$ cat src/rtl/oberon_io_pkg.sv
/* Shared constants and bus types for the Oberon I/O block.
   Modules pull them in with a wildcard import in their header. */
`default_nettype none

package oberon_io_pkg;

    localparam int CLK_HZ = 250_000_000;        // clk_cpu, 4 ns period
    localparam int MS_DIV = CLK_HZ / 1000;      // cycles per millisecond
    localparam int MS_PRE_W = $clog2(MS_DIV);

    localparam int BAUD_SLOW = 19_200;
    localparam int BAUD_FAST = 115_200;
    localparam int BIT_CYC_SLOW = CLK_HZ / BAUD_SLOW;
    localparam int BIT_CYC_FAST = CLK_HZ / BAUD_FAST;
    localparam int BIT_CNT_W = $clog2(BIT_CYC_SLOW);   // wide enough for both rates

    localparam int SPI_HALF_SLOW = 313;         // about 400 kHz for card init
    localparam int SPI_HALF_FAST = 4;
    localparam int SPI_DIV_W = $clog2(SPI_HALF_SLOW);

    localparam int ADR_W = 4;
    localparam int DATA_W = 32;

    // word addresses of the I/O registers
    localparam logic [ADR_W-1:0] ADDR_MS = 4'd0;
    localparam logic [ADR_W-1:0] ADDR_LED = 4'd1;
    localparam logic [ADR_W-1:0] ADDR_UART_DATA = 4'd2;
    localparam logic [ADR_W-1:0] ADDR_UART_STAT = 4'd3;
    localparam logic [ADR_W-1:0] ADDR_SPI_DATA = 4'd4;
    localparam logic [ADR_W-1:0] ADDR_SPI_STAT = 4'd5;

    typedef struct packed {
        logic              cyc;
        logic              stb;
        logic              we;
        logic [3:0]        sel;   // byte lanes, all registers are full words
        logic [ADR_W-1:0]  adr;
        logic [DATA_W-1:0] dat;
    } wb_req_t;

    typedef struct packed {
        logic              ack;
        logic [DATA_W-1:0] dat;
    } wb_rsp_t;

    typedef struct packed {
        logic rdy_tx;
        logic rdy_rx;
    } uart_stat_t;

    typedef struct packed {
        logic fast;    // 32-bit transfers at the fast sck
        logic spare;
        logic sel;     // SD-card select, active high here
    } spi_ctrl_t;

endpackage

`default_nettype wire

$ cat src/rtl/io_regs.sv
/* Wishbone classic slave for the I/O word addresses. Acks each access
   once, holds the control registers and turns accesses into start pulses. */
`timescale 1ns/1ps
`default_nettype none

module io_regs
    import oberon_io_pkg::*;
(
    input  wire logic        clk_cpu_i,
    input  wire logic        rst_n_i,
    input  wire wb_req_t     wb_req_i,
    output wb_rsp_t          wb_rsp_o,
    input  wire logic [31:0] ms_count_i,
    input  wire uart_stat_t  uart_stat_i,
    input  wire logic [7:0]  rx_data_i,
    output logic             rx_done_o,
    output logic             tx_start_o,
    output logic [7:0]       tx_data_o,
    output logic             baud_fast_o,
    input  wire logic        spi_rdy_i,
    input  wire logic [31:0] spi_rx_i,
    output logic             spi_start_o,
    output logic [31:0]      spi_tx_o,
    output spi_ctrl_t        spi_ctrl_o,
    output logic [7:0]       led_o
);

    logic              ack_q;
    logic [DATA_W-1:0] rdat_q;
    logic              req;      // access seen and not yet acked
    logic              wr_acc, rd_acc;
    logic [DATA_W-1:0] rd_data;

    assign req = wb_req_i.cyc & wb_req_i.stb & ~ack_q;
    assign wr_acc = req & wb_req_i.we;
    assign rd_acc = req & ~wb_req_i.we;
    assign wb_rsp_o = '{ack: ack_q, dat: rdat_q};

    always_comb begin
        case (wb_req_i.adr)
            ADDR_MS:        rd_data = ms_count_i;
            ADDR_UART_DATA: rd_data = {24'h0, rx_data_i};
            ADDR_UART_STAT: rd_data = {30'h0, uart_stat_i};
            ADDR_SPI_DATA:  rd_data = spi_rx_i;
            ADDR_SPI_STAT:  rd_data = {31'h0, spi_rdy_i};
            default:        rd_data = '0;   // LED is write only, 6..15 unused
        endcase
    end

    // handshake, pulses and control registers
    always_ff @(posedge clk_cpu_i) begin
        if (!rst_n_i) begin
            ack_q <= 1'b0;
            tx_start_o <= 1'b0;
            spi_start_o <= 1'b0;
            rx_done_o <= 1'b0;
            led_o <= 8'h0;
            baud_fast_o <= 1'b0;
            spi_ctrl_o <= '0;
        end else begin
            ack_q <= req;
            tx_start_o <= wr_acc && wb_req_i.adr == ADDR_UART_DATA;
            spi_start_o <= wr_acc && wb_req_i.adr == ADDR_SPI_DATA;
            rx_done_o <= rd_acc && wb_req_i.adr == ADDR_UART_DATA;   // frees the rx holding reg
            if (wr_acc) begin
                case (wb_req_i.adr)
                    ADDR_LED:       led_o <= wb_req_i.dat[7:0];
                    ADDR_UART_STAT: baud_fast_o <= wb_req_i.dat[0];
                    ADDR_SPI_STAT:  spi_ctrl_o <= wb_req_i.dat[2:0];
                    default:        ;
                endcase
            end
        end
    end

    // read data and outgoing payloads
    always_ff @(posedge clk_cpu_i) begin
        if (rd_acc)
            rdat_q <= rd_data;
        if (wr_acc && wb_req_i.adr == ADDR_UART_DATA)
            tx_data_o <= wb_req_i.dat[7:0];
        if (wr_acc && wb_req_i.adr == ADDR_SPI_DATA)
            spi_tx_o <= wb_req_i.dat;
    end

    // a held request must not be acked twice
    assert property (@(posedge clk_cpu_i) disable iff (!rst_n_i)
        ack_q |=> !ack_q);

    // starts come with the ack of their write
    assert property (@(posedge clk_cpu_i) disable iff (!rst_n_i)
        (tx_start_o || spi_start_o) |-> ack_q ##1 !(tx_start_o || spi_start_o));

endmodule

`default_nettype wire

$ cat src/rtl/ms_timer.sv
/* Free-running millisecond counter, read by software at word address 0. */
`timescale 1ns/1ps
`default_nettype none

module ms_timer
    import oberon_io_pkg::*;
(
    input  wire logic  clk_cpu_i,
    input  wire logic  rst_n_i,
    output logic [31:0] ms_count_o
);

    logic [MS_PRE_W-1:0] pre_q;   // cycles within the current ms

    always_ff @(posedge clk_cpu_i) begin
        if (!rst_n_i) begin
            pre_q <= '0;
            ms_count_o <= 32'h0;
        end else if (pre_q == MS_PRE_W'(MS_DIV - 1)) begin
            pre_q <= '0;
            ms_count_o <= ms_count_o + 32'd1;
        end else begin
            pre_q <= pre_q + MS_PRE_W'(1);
        end
    end

endmodule

`default_nettype wire

$ cat src/rtl/oberon_io_top.sv
/* I/O block of the workstation SoC: Wishbone register slave plus timer,
   UART and SD-card SPI. An external bus master drives the register port. */
`timescale 1ns/1ps
`default_nettype none

module oberon_io_top
    import oberon_io_pkg::*;
(
    input  wire logic    clk_cpu_i,
    input  wire logic    rst_n_i,
    input  wire wb_req_t wb_req_i,
    output wb_rsp_t      wb_rsp_o,
    input  wire logic    rx_i,
    output logic         tx_o,
    output logic [7:0]   led_o,
    input  wire logic    sd_do_i,
    output logic         sd_di_o,
    output logic         sd_ck_o,
    output logic         sd_cs_n_o
);

    logic [31:0] ms_count;
    uart_stat_t  uart_stat;
    logic        rdy_tx, rdy_rx;
    logic [7:0]  rx_data, tx_data;
    logic        rx_done, tx_start, baud_fast;
    logic        spi_rdy, spi_start;
    logic [31:0] spi_rx, spi_tx;
    spi_ctrl_t   spi_ctrl;

    assign uart_stat = '{rdy_tx: rdy_tx, rdy_rx: rdy_rx};
    assign sd_cs_n_o = ~spi_ctrl.sel;   // card select is active low

    io_regs u_regs (
        .clk_cpu_i, .rst_n_i, .wb_req_i, .wb_rsp_o,
        .ms_count_i(ms_count), .uart_stat_i(uart_stat), .rx_data_i(rx_data),
        .rx_done_o(rx_done), .tx_start_o(tx_start), .tx_data_o(tx_data),
        .baud_fast_o(baud_fast), .spi_rdy_i(spi_rdy), .spi_rx_i(spi_rx),
        .spi_start_o(spi_start), .spi_tx_o(spi_tx), .spi_ctrl_o(spi_ctrl),
        .led_o
    );

    ms_timer u_timer (.clk_cpu_i, .rst_n_i, .ms_count_o(ms_count));

    uart_rx u_rx (
        .clk_cpu_i, .rst_n_i, .rx_i, .baud_fast_i(baud_fast), .done_i(rx_done),
        .data_o(rx_data), .rdy_o(rdy_rx)
    );

    uart_tx u_tx (
        .clk_cpu_i, .rst_n_i, .start_i(tx_start), .baud_fast_i(baud_fast),
        .data_i(tx_data), .tx_o, .rdy_o(rdy_tx)
    );

    spi_master u_spi (
        .clk_cpu_i, .rst_n_i, .start_i(spi_start), .fast_i(spi_ctrl.fast),
        .data_i(spi_tx), .miso_i(sd_do_i), .data_o(spi_rx), .rdy_o(spi_rdy),
        .sck_o(sd_ck_o), .mosi_o(sd_di_o)
    );

endmodule

`default_nettype wire

$ cat src/rtl/spi_master.sv
/* SPI mode-0 master for the SD card. Slow mode moves one byte at about
   400 kHz, fast mode a 32-bit word, most significant bit first. */
`timescale 1ns/1ps
`default_nettype none

module spi_master
    import oberon_io_pkg::*;
(
    input  wire logic        clk_cpu_i,
    input  wire logic        rst_n_i,
    input  wire logic        start_i,
    input  wire logic        fast_i,
    input  wire logic [31:0] data_i,
    input  wire logic        miso_i,
    output logic [31:0]      data_o,
    output logic             rdy_o,
    output logic             sck_o,
    output logic             mosi_o
);

    logic                 busy_q;
    logic                 fast_q;     // mode held for the whole transfer
    logic                 sck_q;
    logic                 rx_bit_q;   // sampled on the rising edge
    logic [4:0]           bit_q;
    logic [SPI_DIV_W-1:0] div_q;
    logic [SPI_DIV_W-1:0] half_lim;
    logic [31:0]          shreg_q;
    logic                 last_bit;
    logic                 half_end;

    assign half_lim = fast_q ? SPI_DIV_W'(SPI_HALF_FAST - 1) : SPI_DIV_W'(SPI_HALF_SLOW - 1);
    assign last_bit = bit_q == (fast_q ? 5'd31 : 5'd7);
    assign half_end = div_q == half_lim;
    assign rdy_o = ~busy_q;
    assign sck_o = sck_q;
    assign mosi_o = shreg_q[31];
    assign data_o = shreg_q;

    always_ff @(posedge clk_cpu_i) begin
        if (!rst_n_i) begin
            busy_q <= 1'b0;
            fast_q <= 1'b0;
            sck_q <= 1'b0;
            bit_q <= 5'd0;
            div_q <= '0;
            shreg_q <= '1;   // mosi idles high
        end else if (!busy_q) begin
            if (start_i) begin
                busy_q <= 1'b1;
                fast_q <= fast_i;
                bit_q <= 5'd0;
                div_q <= '0;
                // a byte goes to the top so it leaves msb first
                shreg_q <= fast_i ? data_i : {data_i[7:0], 24'h0};
            end
        end else if (sck_q && last_bit) begin
            sck_q <= 1'b0;   // finish right after the last sample
            busy_q <= 1'b0;
            shreg_q <= {shreg_q[30:0], rx_bit_q};
        end else if (!half_end) begin
            div_q <= div_q + SPI_DIV_W'(1);
        end else begin
            div_q <= '0;
            sck_q <= ~sck_q;
            if (sck_q) begin   // falling edge, next bit onto mosi
                shreg_q <= {shreg_q[30:0], rx_bit_q};
                bit_q <= bit_q + 5'd1;
            end
        end
    end

    always_ff @(posedge clk_cpu_i) begin
        if (busy_q && !sck_q && half_end)
            rx_bit_q <= miso_i;
    end

    assert property (@(posedge clk_cpu_i) disable iff (!rst_n_i)
        rdy_o |-> !sck_o);

endmodule

`default_nettype wire

$ cat src/rtl/uart_rx.sv
/* UART receiver, 8N1 at the slow or fast bit rate. The byte is held
   with rdy_o set until the register block pulses done_i. */
`timescale 1ns/1ps
`default_nettype none

module uart_rx
    import oberon_io_pkg::*;
(
    input  wire logic clk_cpu_i,
    input  wire logic rst_n_i,
    input  wire logic rx_i,
    input  wire logic baud_fast_i,
    input  wire logic done_i,
    output logic [7:0] data_o,
    output logic       rdy_o
);

    logic [2:0]           sync_q;   // two sync flops plus edge history
    logic                 rx_s;
    logic                 fall;
    logic                 busy_q;
    logic [3:0]           bit_q;    // 0 start, 1..8 data, 9 stop
    logic [BIT_CNT_W-1:0] cnt_q;
    logic [BIT_CNT_W-1:0] bit_lim;
    logic [7:0]           shreg_q;
    logic                 tick;

    assign rx_s = sync_q[1];
    assign fall = sync_q[2] & ~sync_q[1];
    assign bit_lim = baud_fast_i ? BIT_CNT_W'(BIT_CYC_FAST - 1) : BIT_CNT_W'(BIT_CYC_SLOW - 1);
    assign tick = busy_q && cnt_q == '0;   // mid-bit sample point

    always_ff @(posedge clk_cpu_i) begin
        if (!rst_n_i) begin
            sync_q <= 3'b111;
            busy_q <= 1'b0;
            bit_q <= 4'd0;
            cnt_q <= '0;
            rdy_o <= 1'b0;
        end else begin
            sync_q <= {sync_q[1:0], rx_i};
            if (done_i)
                rdy_o <= 1'b0;
            if (!busy_q) begin
                if (fall) begin
                    busy_q <= 1'b1;
                    bit_q <= 4'd0;
                    cnt_q <= bit_lim >> 1;   // half a bit to reach the middle
                end
            end else if (!tick) begin
                cnt_q <= cnt_q - BIT_CNT_W'(1);
            end else begin
                cnt_q <= bit_lim;
                bit_q <= bit_q + 4'd1;
                if (bit_q == 4'd0 && rx_s)
                    busy_q <= 1'b0;   // glitch, not a start bit
                else if (bit_q == 4'd9) begin
                    busy_q <= 1'b0;
                    if (rx_s)
                        rdy_o <= 1'b1;   // good stop bit wins over done_i
                end
            end
        end
    end

    always_ff @(posedge clk_cpu_i) begin
        if (tick && bit_q >= 4'd1 && bit_q <= 4'd8)
            shreg_q <= {rx_s, shreg_q[7:1]};   // lsb arrives first
        if (tick && bit_q == 4'd9 && rx_s)
            data_o <= shreg_q;
    end

    assert property (@(posedge clk_cpu_i) disable iff (!rst_n_i)
        $rose(rdy_o) |-> !busy_q && $past(bit_q) == 4'd9);

endmodule

`default_nettype wire

$ cat src/rtl/uart_tx.sv
/* UART transmitter, 8N1 at the slow or fast bit rate. A start while
   busy is dropped, software polls rdy_o first. */
`timescale 1ns/1ps
`default_nettype none

module uart_tx
    import oberon_io_pkg::*;
(
    input  wire logic       clk_cpu_i,
    input  wire logic       rst_n_i,
    input  wire logic       start_i,
    input  wire logic       baud_fast_i,
    input  wire logic [7:0] data_i,
    output logic            tx_o,
    output logic            rdy_o
);

    logic                 busy_q;
    logic [3:0]           bit_q;     // bits already sent in this frame
    logic [BIT_CNT_W-1:0] cnt_q;
    logic [BIT_CNT_W-1:0] bit_lim;
    logic [9:0]           shreg_q;   // stop, data, start

    assign bit_lim = baud_fast_i ? BIT_CNT_W'(BIT_CYC_FAST - 1) : BIT_CNT_W'(BIT_CYC_SLOW - 1);
    assign tx_o = shreg_q[0];
    assign rdy_o = ~busy_q;

    always_ff @(posedge clk_cpu_i) begin
        if (!rst_n_i) begin
            busy_q <= 1'b0;
            bit_q <= 4'd0;
            cnt_q <= '0;
            shreg_q <= '1;   // idle line high
        end else if (!busy_q) begin
            if (start_i) begin
                busy_q <= 1'b1;
                bit_q <= 4'd0;
                cnt_q <= '0;
                shreg_q <= {1'b1, data_i, 1'b0};
            end
        end else if (cnt_q != bit_lim) begin
            cnt_q <= cnt_q + BIT_CNT_W'(1);
        end else begin
            cnt_q <= '0;
            shreg_q <= {1'b1, shreg_q[9:1]};   // ones fill in behind the stop bit
            if (bit_q == 4'd9)
                busy_q <= 1'b0;
            else
                bit_q <= bit_q + 4'd1;
        end
    end

    assert property (@(posedge clk_cpu_i) disable iff (!rst_n_i)
        rdy_o |-> tx_o);

endmodule

`default_nettype wire

$ cat config.mk
export PLATFORM = sky130hd
export DESIGN_NAME = oberon_io_top
export DESIGN_NICKNAME = d
export VERILOG_FILES = /design/src/rtl/oberon_io_pkg.sv /design/src/rtl/io_regs.sv /design/src/rtl/ms_timer.sv /design/src/rtl/oberon_io_top.sv /design/src/rtl/spi_master.sv /design/src/rtl/uart_rx.sv /design/src/rtl/uart_tx.sv
export SDC_FILE = /design/constraint.sdc
export NUM_CORES = 1
export LEC_CHECK = 0
export BUFFER_PORTS_ARGS = -buffer_cell sky130_fd_sc_hd__buf_2
export CAP_MARGIN = 25
export CORE_MARGIN = 3
export CORE_UTILIZATION = 30
export CTS_CLUSTER_DIAMETER = 120
export DETAILED_ROUTE_END_ITERATION = 8
export PLACE_DENSITY = 0.43
export SYNTH_ARGS = -nofsm -noshare
export SYNTH_HDL_FRONTEND = slang
export SYNTH_HIERARCHICAL = 1
export SYNTH_SLANG_ARGS = --single-unit
$ cat constraint.sdc
create_clock -name clk_cpu_i -period 2.8 [get_ports clk_cpu_i]
set_input_delay 0.14 -clock clk_cpu_i [delete_from_list [all_inputs] [get_ports clk_cpu_i]]
set_output_delay 0.14 -clock clk_cpu_i [all_outputs]
set_load 0.03 [all_outputs]
==> impl_metrics.json, run 1 <==
{
  "grt_max_degree": 78,
  "core-area_sq_um": 39010,
  "status": "completed",
  "leakagePower_nw": 5.161,
  "syn_nets": 1215,
  "gp_congestion": 0.7931,
  "fillers": 3968,
  "placement.io_buffers": 87,
  "antenna_found_initial": 3,
  "grt_pass1_wl_um": 52920,
  "p_clk_share_pct": 47.3,
  "tightest_slew_ps": 921.5,
  "ys_warn_count": 6,
  "slew_viol_final": 0,
  "start_util_pct": 30.65,
  "num_io_pins": 92,
  "max_cap_violations": 0,
  "hp-class": "input pin to register",
  "dp.cells": 1717,
  "cts-root-buf": "clkbuf_16",
  "setup.worst_path.end_class": "register",
  "worstSkewPairLatency_ps": 560,
  "clock_skew_ps": 15.72,
  "peakVddDrop_mv": 0.4191,
  "switching_share_pct": 24.31,
  "drt_pass1_iterations": 4,
  "drtIter0Drc": 580,
  "grt_use_total_pct": 15.62,
  "layout-drive-gt1-share_pct": 18.69,
  "setup_viol_count_final": 0,
  "synth.avg_cell_area_sq_um": 10.33,
  "finalCritPeriodShare_pct": 80.66,
  "hpwl_um": 22400,
  "clkTransAtPathRegs_ps": 60,
  "instances_no_fill": 1814,
  "syn-instance-count": 1157,
  "htree_levels": 1,
  "min_period_ps": 2258,
  "crit_type": "register to register",
  "pwr-share-seq_pct": 46.8,
  "worstReg2RegStart": "u_timer/pre_q[7]$_SDFF_PP0_",
  "cts.sinks": 254,
  "drt.antenna.violating_nets": 0,
  "cts_tree": "done",
  "dieWidth_um": 205.6,
  "avgRoutedWirePerCell_um": 18.46,
  "vias": 9514,
  "max_freq_mhz": 442.8,
  "cp.arrival_ps": 2740,
  "powerDensity_nw_per_um2": 581.7,
  "reg2reg_depth": 5,
  "grt-ovfl-total": 0,
  "cp-start-kind": "register",
  "rows": 72,
  "required_ps": 3280,
  "rsz0062_at_grt": "no",
  "totalWireLength_um": 33500,
  "area_growth_pct": 19.51,
  "p_comb_share_pct": 5.9,
  "hold_path_end": "u_regs/spi_ctrl_o[2]$_SDFFE_PN0P_",
  "final_net_count": 1329,
  "p_int_mw": 6.291,
  "die_h_um": 205.6,
  "hold_viol_final": 0,
  "postCtsResizedCells": 0,
  "drc": 0,
  "vias_per_cell": 5.245,
  "r2r_slack_ps": 540,
  "cts_buffers": 31,
  "cp_max_fo": 15,
  "hold_start": "wb_req_i[33]",
  "setup_tns_ps": 0,
  "relSlewSlack_pct": 38.48,
  "grt_pass1_vias": 9175,
  "whs_path_depth": 4,
  "dieArea_sq_um": 42280,
  "p_sw_mw": 2.020,
  "r2r-end": "u_timer/ms_count_o[31]$_SDFFE_PN0N_",
  "cts_buffer_depth": 3,
  "syn_area_sq_um": 11950
}
## power groups by stage
stage	Clock [mW]	Sequential (mW)	Combinational [mW]
2_1_floorplan	0	3.98	0.280
3_3_place_gp	0	3.97	0.450
3_5_place_dp	0	3.97	0.449
4_1_cts	4.09	3.89	0.495
5_1_grt	4.21	3.90	0.539
6_report	3.93	3.89	0.488
## cell type report
class / instances / area [sq um] / area share, %
multi-input combinational: 791 / 5464 / 38.25
timing repair buffer: 154 / 1051 / 7.357
tap: 518 / 648.1 / 4.537
clock inverter: 25 / 209.0 / 1.463
antenna: 1 / 2.502 / 0.01752
inverter: 39 / 146.4 / 1.025
sequential: 254 / 5976 / 41.83
clock buffer: 32 / 789.5 / 5.526
## per-layer routing
layer / GRT usage (%) / part of all wire (%) / up-vias
met4: 2.856 / 1.6 / 4
li1: - / - / 4674
met1: 21.97 / 48 / 4639
met3: 2.832 / 4.4 / 38
met2: 25.32 / 46 / 159
met5: 0 / 0.081 / -
## how the worst max path moves through the flow
stage                                      startpoint                                  end  slack, ps  depth (start not counted)
after global routing      u_timer/pre_q[0]$_SDFF_PP0_  u_timer/ms_count_o[31]$_SDFFE_PN0N_        330                          6
after CTS                 u_timer/pre_q[7]$_SDFF_PP0_  u_timer/ms_count_o[31]$_SDFFE_PN0N_        540                          5
after floorplan               u_regs/ack_q$_SDFF_PN0_           u_regs/rdat_q[0]$_DFFE_PP_        520                          2
after detailed placement  u_timer/pre_q[7]$_SDFF_PP0_  u_timer/ms_count_o[31]$_SDFFE_PN0N_        580                          5
after global placement    u_timer/pre_q[7]$_SDFF_PP0_  u_timer/ms_count_o[31]$_SDFFE_PN0N_        640                          5
final                     u_timer/pre_q[7]$_SDFF_PP0_  u_timer/ms_count_o[31]$_SDFFE_PN0N_        540                          5
## repair_timing
item	in CTS	in global routing
hold buffers	39	0
hold endpoints to repair	69	0
setup buffers	0	0
## registers in the layout (all words and copies together) (netlist names), 5 cells and up
signal,count
u_tx/cnt_q,14
u_spi/div_q,9
u_regs/tx_data_o,8
u_spi/data_o,32
u_timer/pre_q,18
u_regs/spi_tx_o,32
u_rx/cnt_q,14
u_regs/led_o,8
u_rx/shreg_q,8
u_regs/rdat_q,32
u_tx/shreg_q,9
u_timer/ms_count_o,32
u_rx/data_o,8
u_spi/bit_q,5
## layout by cell type (no fill, tap or decap), types with 7 or more instances in the layout
master	instances
dfxtp_1	165
edfxtp_1	89
buf_2	86
nor2_1	76
nand2_1	75
a21oi_1	66
mux2i_1	44
dlygate4sd3_1	39
inv_1	37
nand3_1	37
nand4_1	34
nor3_1	33
clkbuf_16	31
buf_4	28
nand2b_1	28
a22o_1	27
o31ai_1	27
a221oi_1	24
o21ai_0	21
and3_1	20
or4_1	18
a31oi_1	17
mux2_2	15
nor4_1	11
or3_1	11
xor2_1	11
ha_1	11
clkinvlp_4	9
o221ai_1	9
nor2b_1	9
o311ai_0	9
and4_1	9
o41ai_1	8
nor4_2	8
o21ai_1	8
clkinv_2	7
## per-stage QoR
step | util (%) | setup slack (ps) | hold slack (ps) | cell area [sq um] | total power, mW
5_1_grt | 36.62 | 334.9 | 149.5 | 14280 | 8.645
6_report | 36.62 | 541.6 | 151.8 | 14290 | 8.311
4_1_cts | 36.62 | 535.2 | 107.0 | 14280 | 8.475
3_5_place_dp | 33.06 | 577.6 | 318.1 | 12890 | 4.420
3_3_place_gp | 33.06 | 636.4 | 319.3 | 12890 | 4.421
2_1_floorplan | - | 523.1 | 213.0 | 11950 | 4.263
## critical path, stage by stage, from the launching register on
cell     delay [ps]
dfxtp_1         440
nor4b_4         400
nand3_2         340
buf_4           310
nor4_1          440
mux2i_1         250
Power figures use the tool's default switching activity.
==> run 2, diff against run 1 <==
clock period = 2.13 ns   (was 2.8 ns; I/O delays follow)
==> impl_metrics.json, run 2 (synthesis results as in run 1) <==
{
  "status": "completed",
  "p_comb_share_pct": 6.2,
  "finalCritPeriodShare_pct": 94.83,
  "htree_levels": 1,
  "p_clk_share_pct": 48.1,
  "clock_skew_ps": 11.70,
  "vias": 9535,
  "multi_input_area_sq_um": 5485,
  "relSlewSlack_pct": 53.49,
  "reg2reg_depth": 6,
  "cts_buffers": 30,
  "design_area_sq_um": 14690,
  "num_io_pins": 92,
  "r2r-end": "u_timer/ms_count_o[31]$_SDFFE_PN0N_",
  "required_ps": 2620,
  "placement.io_buffers": 87,
  "cts_tree": "done",
  "area_growth_pct": 22.87,
  "vias_per_cell": 5.162,
  "diodes": 0,
  "setup_viol_count_final": 0,
  "grt_pass1_wl_um": 53400,
  "avgRoutedWirePerCell_um": 18.25,
  "cp.arrival_ps": 2510,
  "switching_share_pct": 23.05,
  "power_mw": 11.18,
  "pwr-share-seq_pct": 45.7,
  "tightest_slew_ps": 695.1,
  "dieWidth_um": 205.6,
  "place_ws_ps": 36.57,
  "final_common_cell": "dfxtp_1",
  "worstReg2RegStart": "u_timer/pre_q[6]$_SDFF_PP0_",
  "die_h_um": 205.6,
  "cts-root-buf": "clkbuf_16",
  "cts.sinks": 254,
  "gp_congestion": 0.7930,
  "min_period_ps": 2020,
  "leakagePower_nw": 5.395,
  "r2r_slack_ps": 110,
  "cp_slowest_cell": "nor4b_4",
  "drc": 0,
  "layout_common_cells": "165 x dfxtp_1, 89 x edfxtp_1, 86 x buf_2, 76 x nor2_1, 75 x nand2_1",
  "whs_path_depth": 4,
  "clkTransAtPathRegs_ps": 60,
  "totalWireLength_um": 33710,
  "dp.cells": 1749,
  "hp-class": "input pin to register",
  "timing.final.ws_setup_ps": 110.2,
  "final_net_count": 1363,
  "cts_buffer_depth": 3,
  "dieArea_sq_um": 42280,
  "grt-ovfl-total": 0,
  "hold_path_end": "u_regs/baud_fast_o$_SDFFE_PN0P_",
  "hold_start": "wb_req_i[34]",
  "cp_common_cell": "buf_4",
  "instances_no_fill": 1847,
  "grt_pass1_vias": 9205,
  "peakVddDrop_mv": 0.5288,
  "fillers": 3847,
  "cp-start-kind": "register",
  "max_stage_delay_ps": 500,
  "drtIter0Drc": 671,
  "postPlaceCellArea_sq_um": 13230,
  "start_util_pct": 30.65,
  "layout-drive-gt1-share_pct": 20.47,
  "powerDensity_nw_per_um2": 761.1,
  "crit_chain": "nor4b_4, nand3_2, buf_4, nor4_2, buf_4, mux2i_1",
  "p_sw_mw": 2.577,
  "regArea_sq_um": 5976,
  "cp_max_fo": 26,
  "max_freq_mhz": 495.1,
  "drt.antenna.violating_nets": 0,
  "drt_pass1_iterations": 5,
  "p_int_mw": 8.601,
  "hold_viol_final": 0,
  "crit_type": "register to register",
  "antenna_found_initial": 2,
  "core-area_sq_um": 39010,
  "worstSkewPairLatency_ps": 570,
  "setup.worst_path.end_class": "register",
  "grt_use_total_pct": 15.67,
  "slew_viol_final": 0,
  "rows": 72,
  "rsz0062_at_grt": "no",
  "hpwl_um": 22850,
  "grt_max_degree": 71,
  "max_cap_violations": 0
}
==> run 2: cell count changes in the layout (fill, tap and decap cells not counted), moves of 2 or more <==
cell	change
bufinv_16	+3
clkbuf_1	+5
buf_12	+6
clkinvlp_4	-6
inv_6	-3
clkinv_1	+2
buf_4	+27
==> run 2: per-layer routing <==
| metal | up-vias | global-route usage [%] | share of wire, % |
|---|---|---|---|
| met4 | 4 | 3.295 | 1.9 |
| met1 | 4614 | 21.99 | 48 |
| met2 | 165 | 25.34 | 46 |
| met5 | - | 0 | 0.092 |
| li1 | 4710 | - | - |
| met3 | 42 | 2.769 | 4.0 |
==> run 2: timing repair <==
| item | in CTS | in global routing |
|---|---|---|
| setup buffers | 0 | 2 |
| endpoints found under the setup margin | 0 | 16 |
| resized for setup | 0 | 3 |
| hold buffers | 40 | 0 |
| hold endpoints to repair | 77 | 0 |
==> run 2: area by class of cell <==
cell class | count | share of cell area (%)
well taps | 518 | 4.413
clock buffers | 36 | 5.409
multi-input cells | 791 | 37.35
flip-flops and latches | 254 | 40.68
clock inverters | 20 | 1.542
repair buffers | 189 | 9.609
inverters | 39 | 0.9967
==> run 2: worst max-delay path by stage <==
stage,start,endpoint,cells past startpoint
2_1_floorplan,u_regs/ack_q$_SDFF_PN0_,u_regs/spi_tx_o[0]$_DFFE_PP_,4
3_3_place_gp,u_spi/bit_q[0]$_SDFFE_PN0P_,u_spi/data_o[8]$_SDFFE_PN1P_,6
3_5_place_dp,u_timer/pre_q[0]$_SDFF_PP0_,u_timer/ms_count_o[31]$_SDFFE_PN0N_,7
4_1_cts,u_timer/pre_q[0]$_SDFF_PP0_,u_timer/ms_count_o[31]$_SDFFE_PN0N_,7
5_1_grt,u_timer/pre_q[6]$_SDFF_PP0_,u_timer/ms_count_o[31]$_SDFFE_PN0N_,6
6_report,u_timer/pre_q[6]$_SDFF_PP0_,u_timer/ms_count_o[31]$_SDFFE_PN0N_,6
==> run 2: worst max-delay path, delay by kind of cell (launching register included) <==
| kind | cells | cell delay (ps) |
|---|---|---|
| multiplexers | 1 | 170 |
| AND/OR/NAND/NOR | 3 | 980 |
| buffers and inverters | 2 | 420 |
| flip-flops | 1 | 370 |
==> run 2: power groups by stage <==
stage	logic [mW]	registers, mW	clock network (mW)
after floorplan	0.369	5.24	0
after global placement	0.639	5.22	0
after detailed placement	0.637	5.22	0
after CTS	0.698	5.11	5.57
after global routing	0.766	5.12	5.72
final	0.690	5.11	5.38
==> run 2: through the flow <==
step | util [%] | TNS (ps) | hold WS, ps
global route | 37.65 | 0 | 57.82
global placement | 33.84 | -2715 | 287.1
floorplan | - | 0 | 179.5
CTS | 37.55 | 0 | 21.99
finish | 37.65 | 0 | 40.63
detailed placement | 33.91 | 0 | 284.7
==> run 3, diff against run 2 <==
clock period = 2.06 ns   (was 2.13 ns; I/O delays follow)
==> impl_metrics.json, run 3 (synthesis results as in run 1) <==
{
  "status": "completed",
  "diodes": 0,
  "final_net_count": 1380,
  "crit_chain": "or3_1, a21oi_4, or2b_2, o21a_1, o221ai_1",
  "min_period_ps": 1953,
  "grt_max_degree": 71,
  "place_ws_ps": 28.82,
  "clkTransAtPathRegs_ps": 60,
  "num_io_pins": 92,
  "slew_viol_final": 0,
  "max_freq_mhz": 512.0,
  "core-area_sq_um": 39010,
  "totalWireLength_um": 33920,
  "start_util_pct": 30.65,
  "drt_pass1_iterations": 5,
  "die_h_um": 205.6,
  "worstSkewPairLatency_ps": 560,
  "max_cap_violations": 0,
  "grt_pass1_wl_um": 53930,
  "setup_viol_count_final": 0,
  "grt-ovfl-total": 0,
  "cp_slowest_cell": "or3_1",
  "grt_pass1_vias": 9408,
  "rsz0062_at_grt": "yes",
  "cp_max_fo": 9,
  "powerDensity_nw_per_um2": 781.4,
  "antenna_found_initial": 2,
  "layout_common_cells": "165 x dfxtp_1, 89 x edfxtp_1, 86 x buf_2, 76 x buf_4",
  "leakagePower_nw": 5.478,
  "path_delay_family": "compound AO/OA/AOI/OAI gates",
  "avgRoutedWirePerCell_um": 18.20,
  "holdWs_ps": 83.03,
  "final_common_cell": "dfxtp_1",
  "relSlewSlack_pct": 59.19,
  "finalCritPeriodShare_pct": 94.82,
  "cts_tree": "done",
  "vias_per_cell": 5.182,
  "layout-drive-gt1-share_pct": 21.99,
  "dieWidth_um": 205.6,
  "timing.final.ws_setup_ps": 106.7,
  "cp-start-kind": "register",
  "hpwl_um": 23550,
  "area_growth_pct": 23.85,
  "placement.io_buffers": 87,
  "dieArea_sq_um": 42280,
  "cts_buffer_depth": 3,
  "tightest_slew_ps": 607.5,
  "gp_congestion": 0.7893,
  "hp-class": "input pin to register",
  "clock_skew_ps": 11.11,
  "cts-root-buf": "clkbuf_16",
  "required_ps": 2480,
  "cts.sinks": 254,
  "setup_tns_ps": 0,
  "rows": 72,
  "max_stage_delay_ps": 430,
  "cts_buffers": 30,
  "setup.worst_path.end_class": "register",
  "peakVddDrop_mv": 0.5435,
  "hold_viol_final": 0,
  "crit_buf_inv": 0,
  "drt.antenna.violating_nets": 0,
  "power_mw": 11.57,
  "drtIter0Drc": 455,
  "drc": 0,
  "cp.arrival_ps": 2370,
  "htree_levels": 1,
  "grt_use_total_pct": 15.88,
  "crit_type": "register to register",
  "vias": 9660
}
run 3: changes by cell type in the layout (fill, tap and decap cells not counted), sizes merged:
cell / change
buf: +18
clkbuf: -2
clkinvlp: +2
dlygate4sd3: -1
run 3: cell type report:
type | count | area [sq um]
fill | 3873 | 24200
sequential | 254 | 5976
clock inverter | 22 | 246.5
tap | 518 | 648.1
multi-input combinational | 791 | 5510
timing repair buffer | 206 | 1491
inverter | 39 | 146.4
clock buffer | 34 | 787.0
run 3: final timing paths:
check	slack, ps	to	cells after the start	startpoint
setup reg to reg	110	u_spi/data_o[29]$_SDFFE_PN1P_	5	u_spi/bit_q[3]$_SDFFE_PN0P_
hold reg to reg	410	u_rx/sync_q[1]$_SDFF_PN1_	1	u_rx/sync_q[0]$_SDFF_PN1_
setup / recovery	110	u_spi/data_o[29]$_SDFFE_PN1P_	5	u_spi/bit_q[3]$_SDFFE_PN0P_
hold / removal	80	u_regs/tx_start_o$_SDFF_PN0_	4	wb_req_i[34]
run 3: power by group:
group | total [mW] | internal, mW | switching [mW]
combinational | 0.740 | 0.314 | 0.426
clock | 5.54 | 3.36 | 2.18
sequential | 5.28 | 5.24 | 0.0484
run 3: worst register-to-register path: stages (launching register included):
cell and delay (ps):
dfxtp_1 340, or3_1 430, a21oi_4 300, or2b_2 220, o21a_1 360, o221ai_1 170
run 3: stage by stage:
stage          area [sq um]  cells  util [%]
2_1_floorplan         11970   1157         -
3_3_place_gp          13340   1768     34.19
3_5_place_dp          13340   1768     34.19
4_1_cts               14760   1863     37.84
5_1_grt               14810   1864     37.96
6_report              14810   1864     37.96
run 3: metal layers:
layer / global-route usage, % / vias up / share of wire [%]
li1: - / 4764 / -
met3: 2.721 / 46 / 4.0
met1: 22.47 / 4673 / 49
met4: 3.246 / 4 / 2.0
met2: 25.56 / 173 / 45
met5: 0 / - / 0.088
run 3: what timing repair did:
item,4_1_cts,5_1_grt
endpoints found under the hold margin,61,0
buffers inserted,0,1
setup endpoints to repair,0,22
resized for setup,0,8
hold buffers,39,0
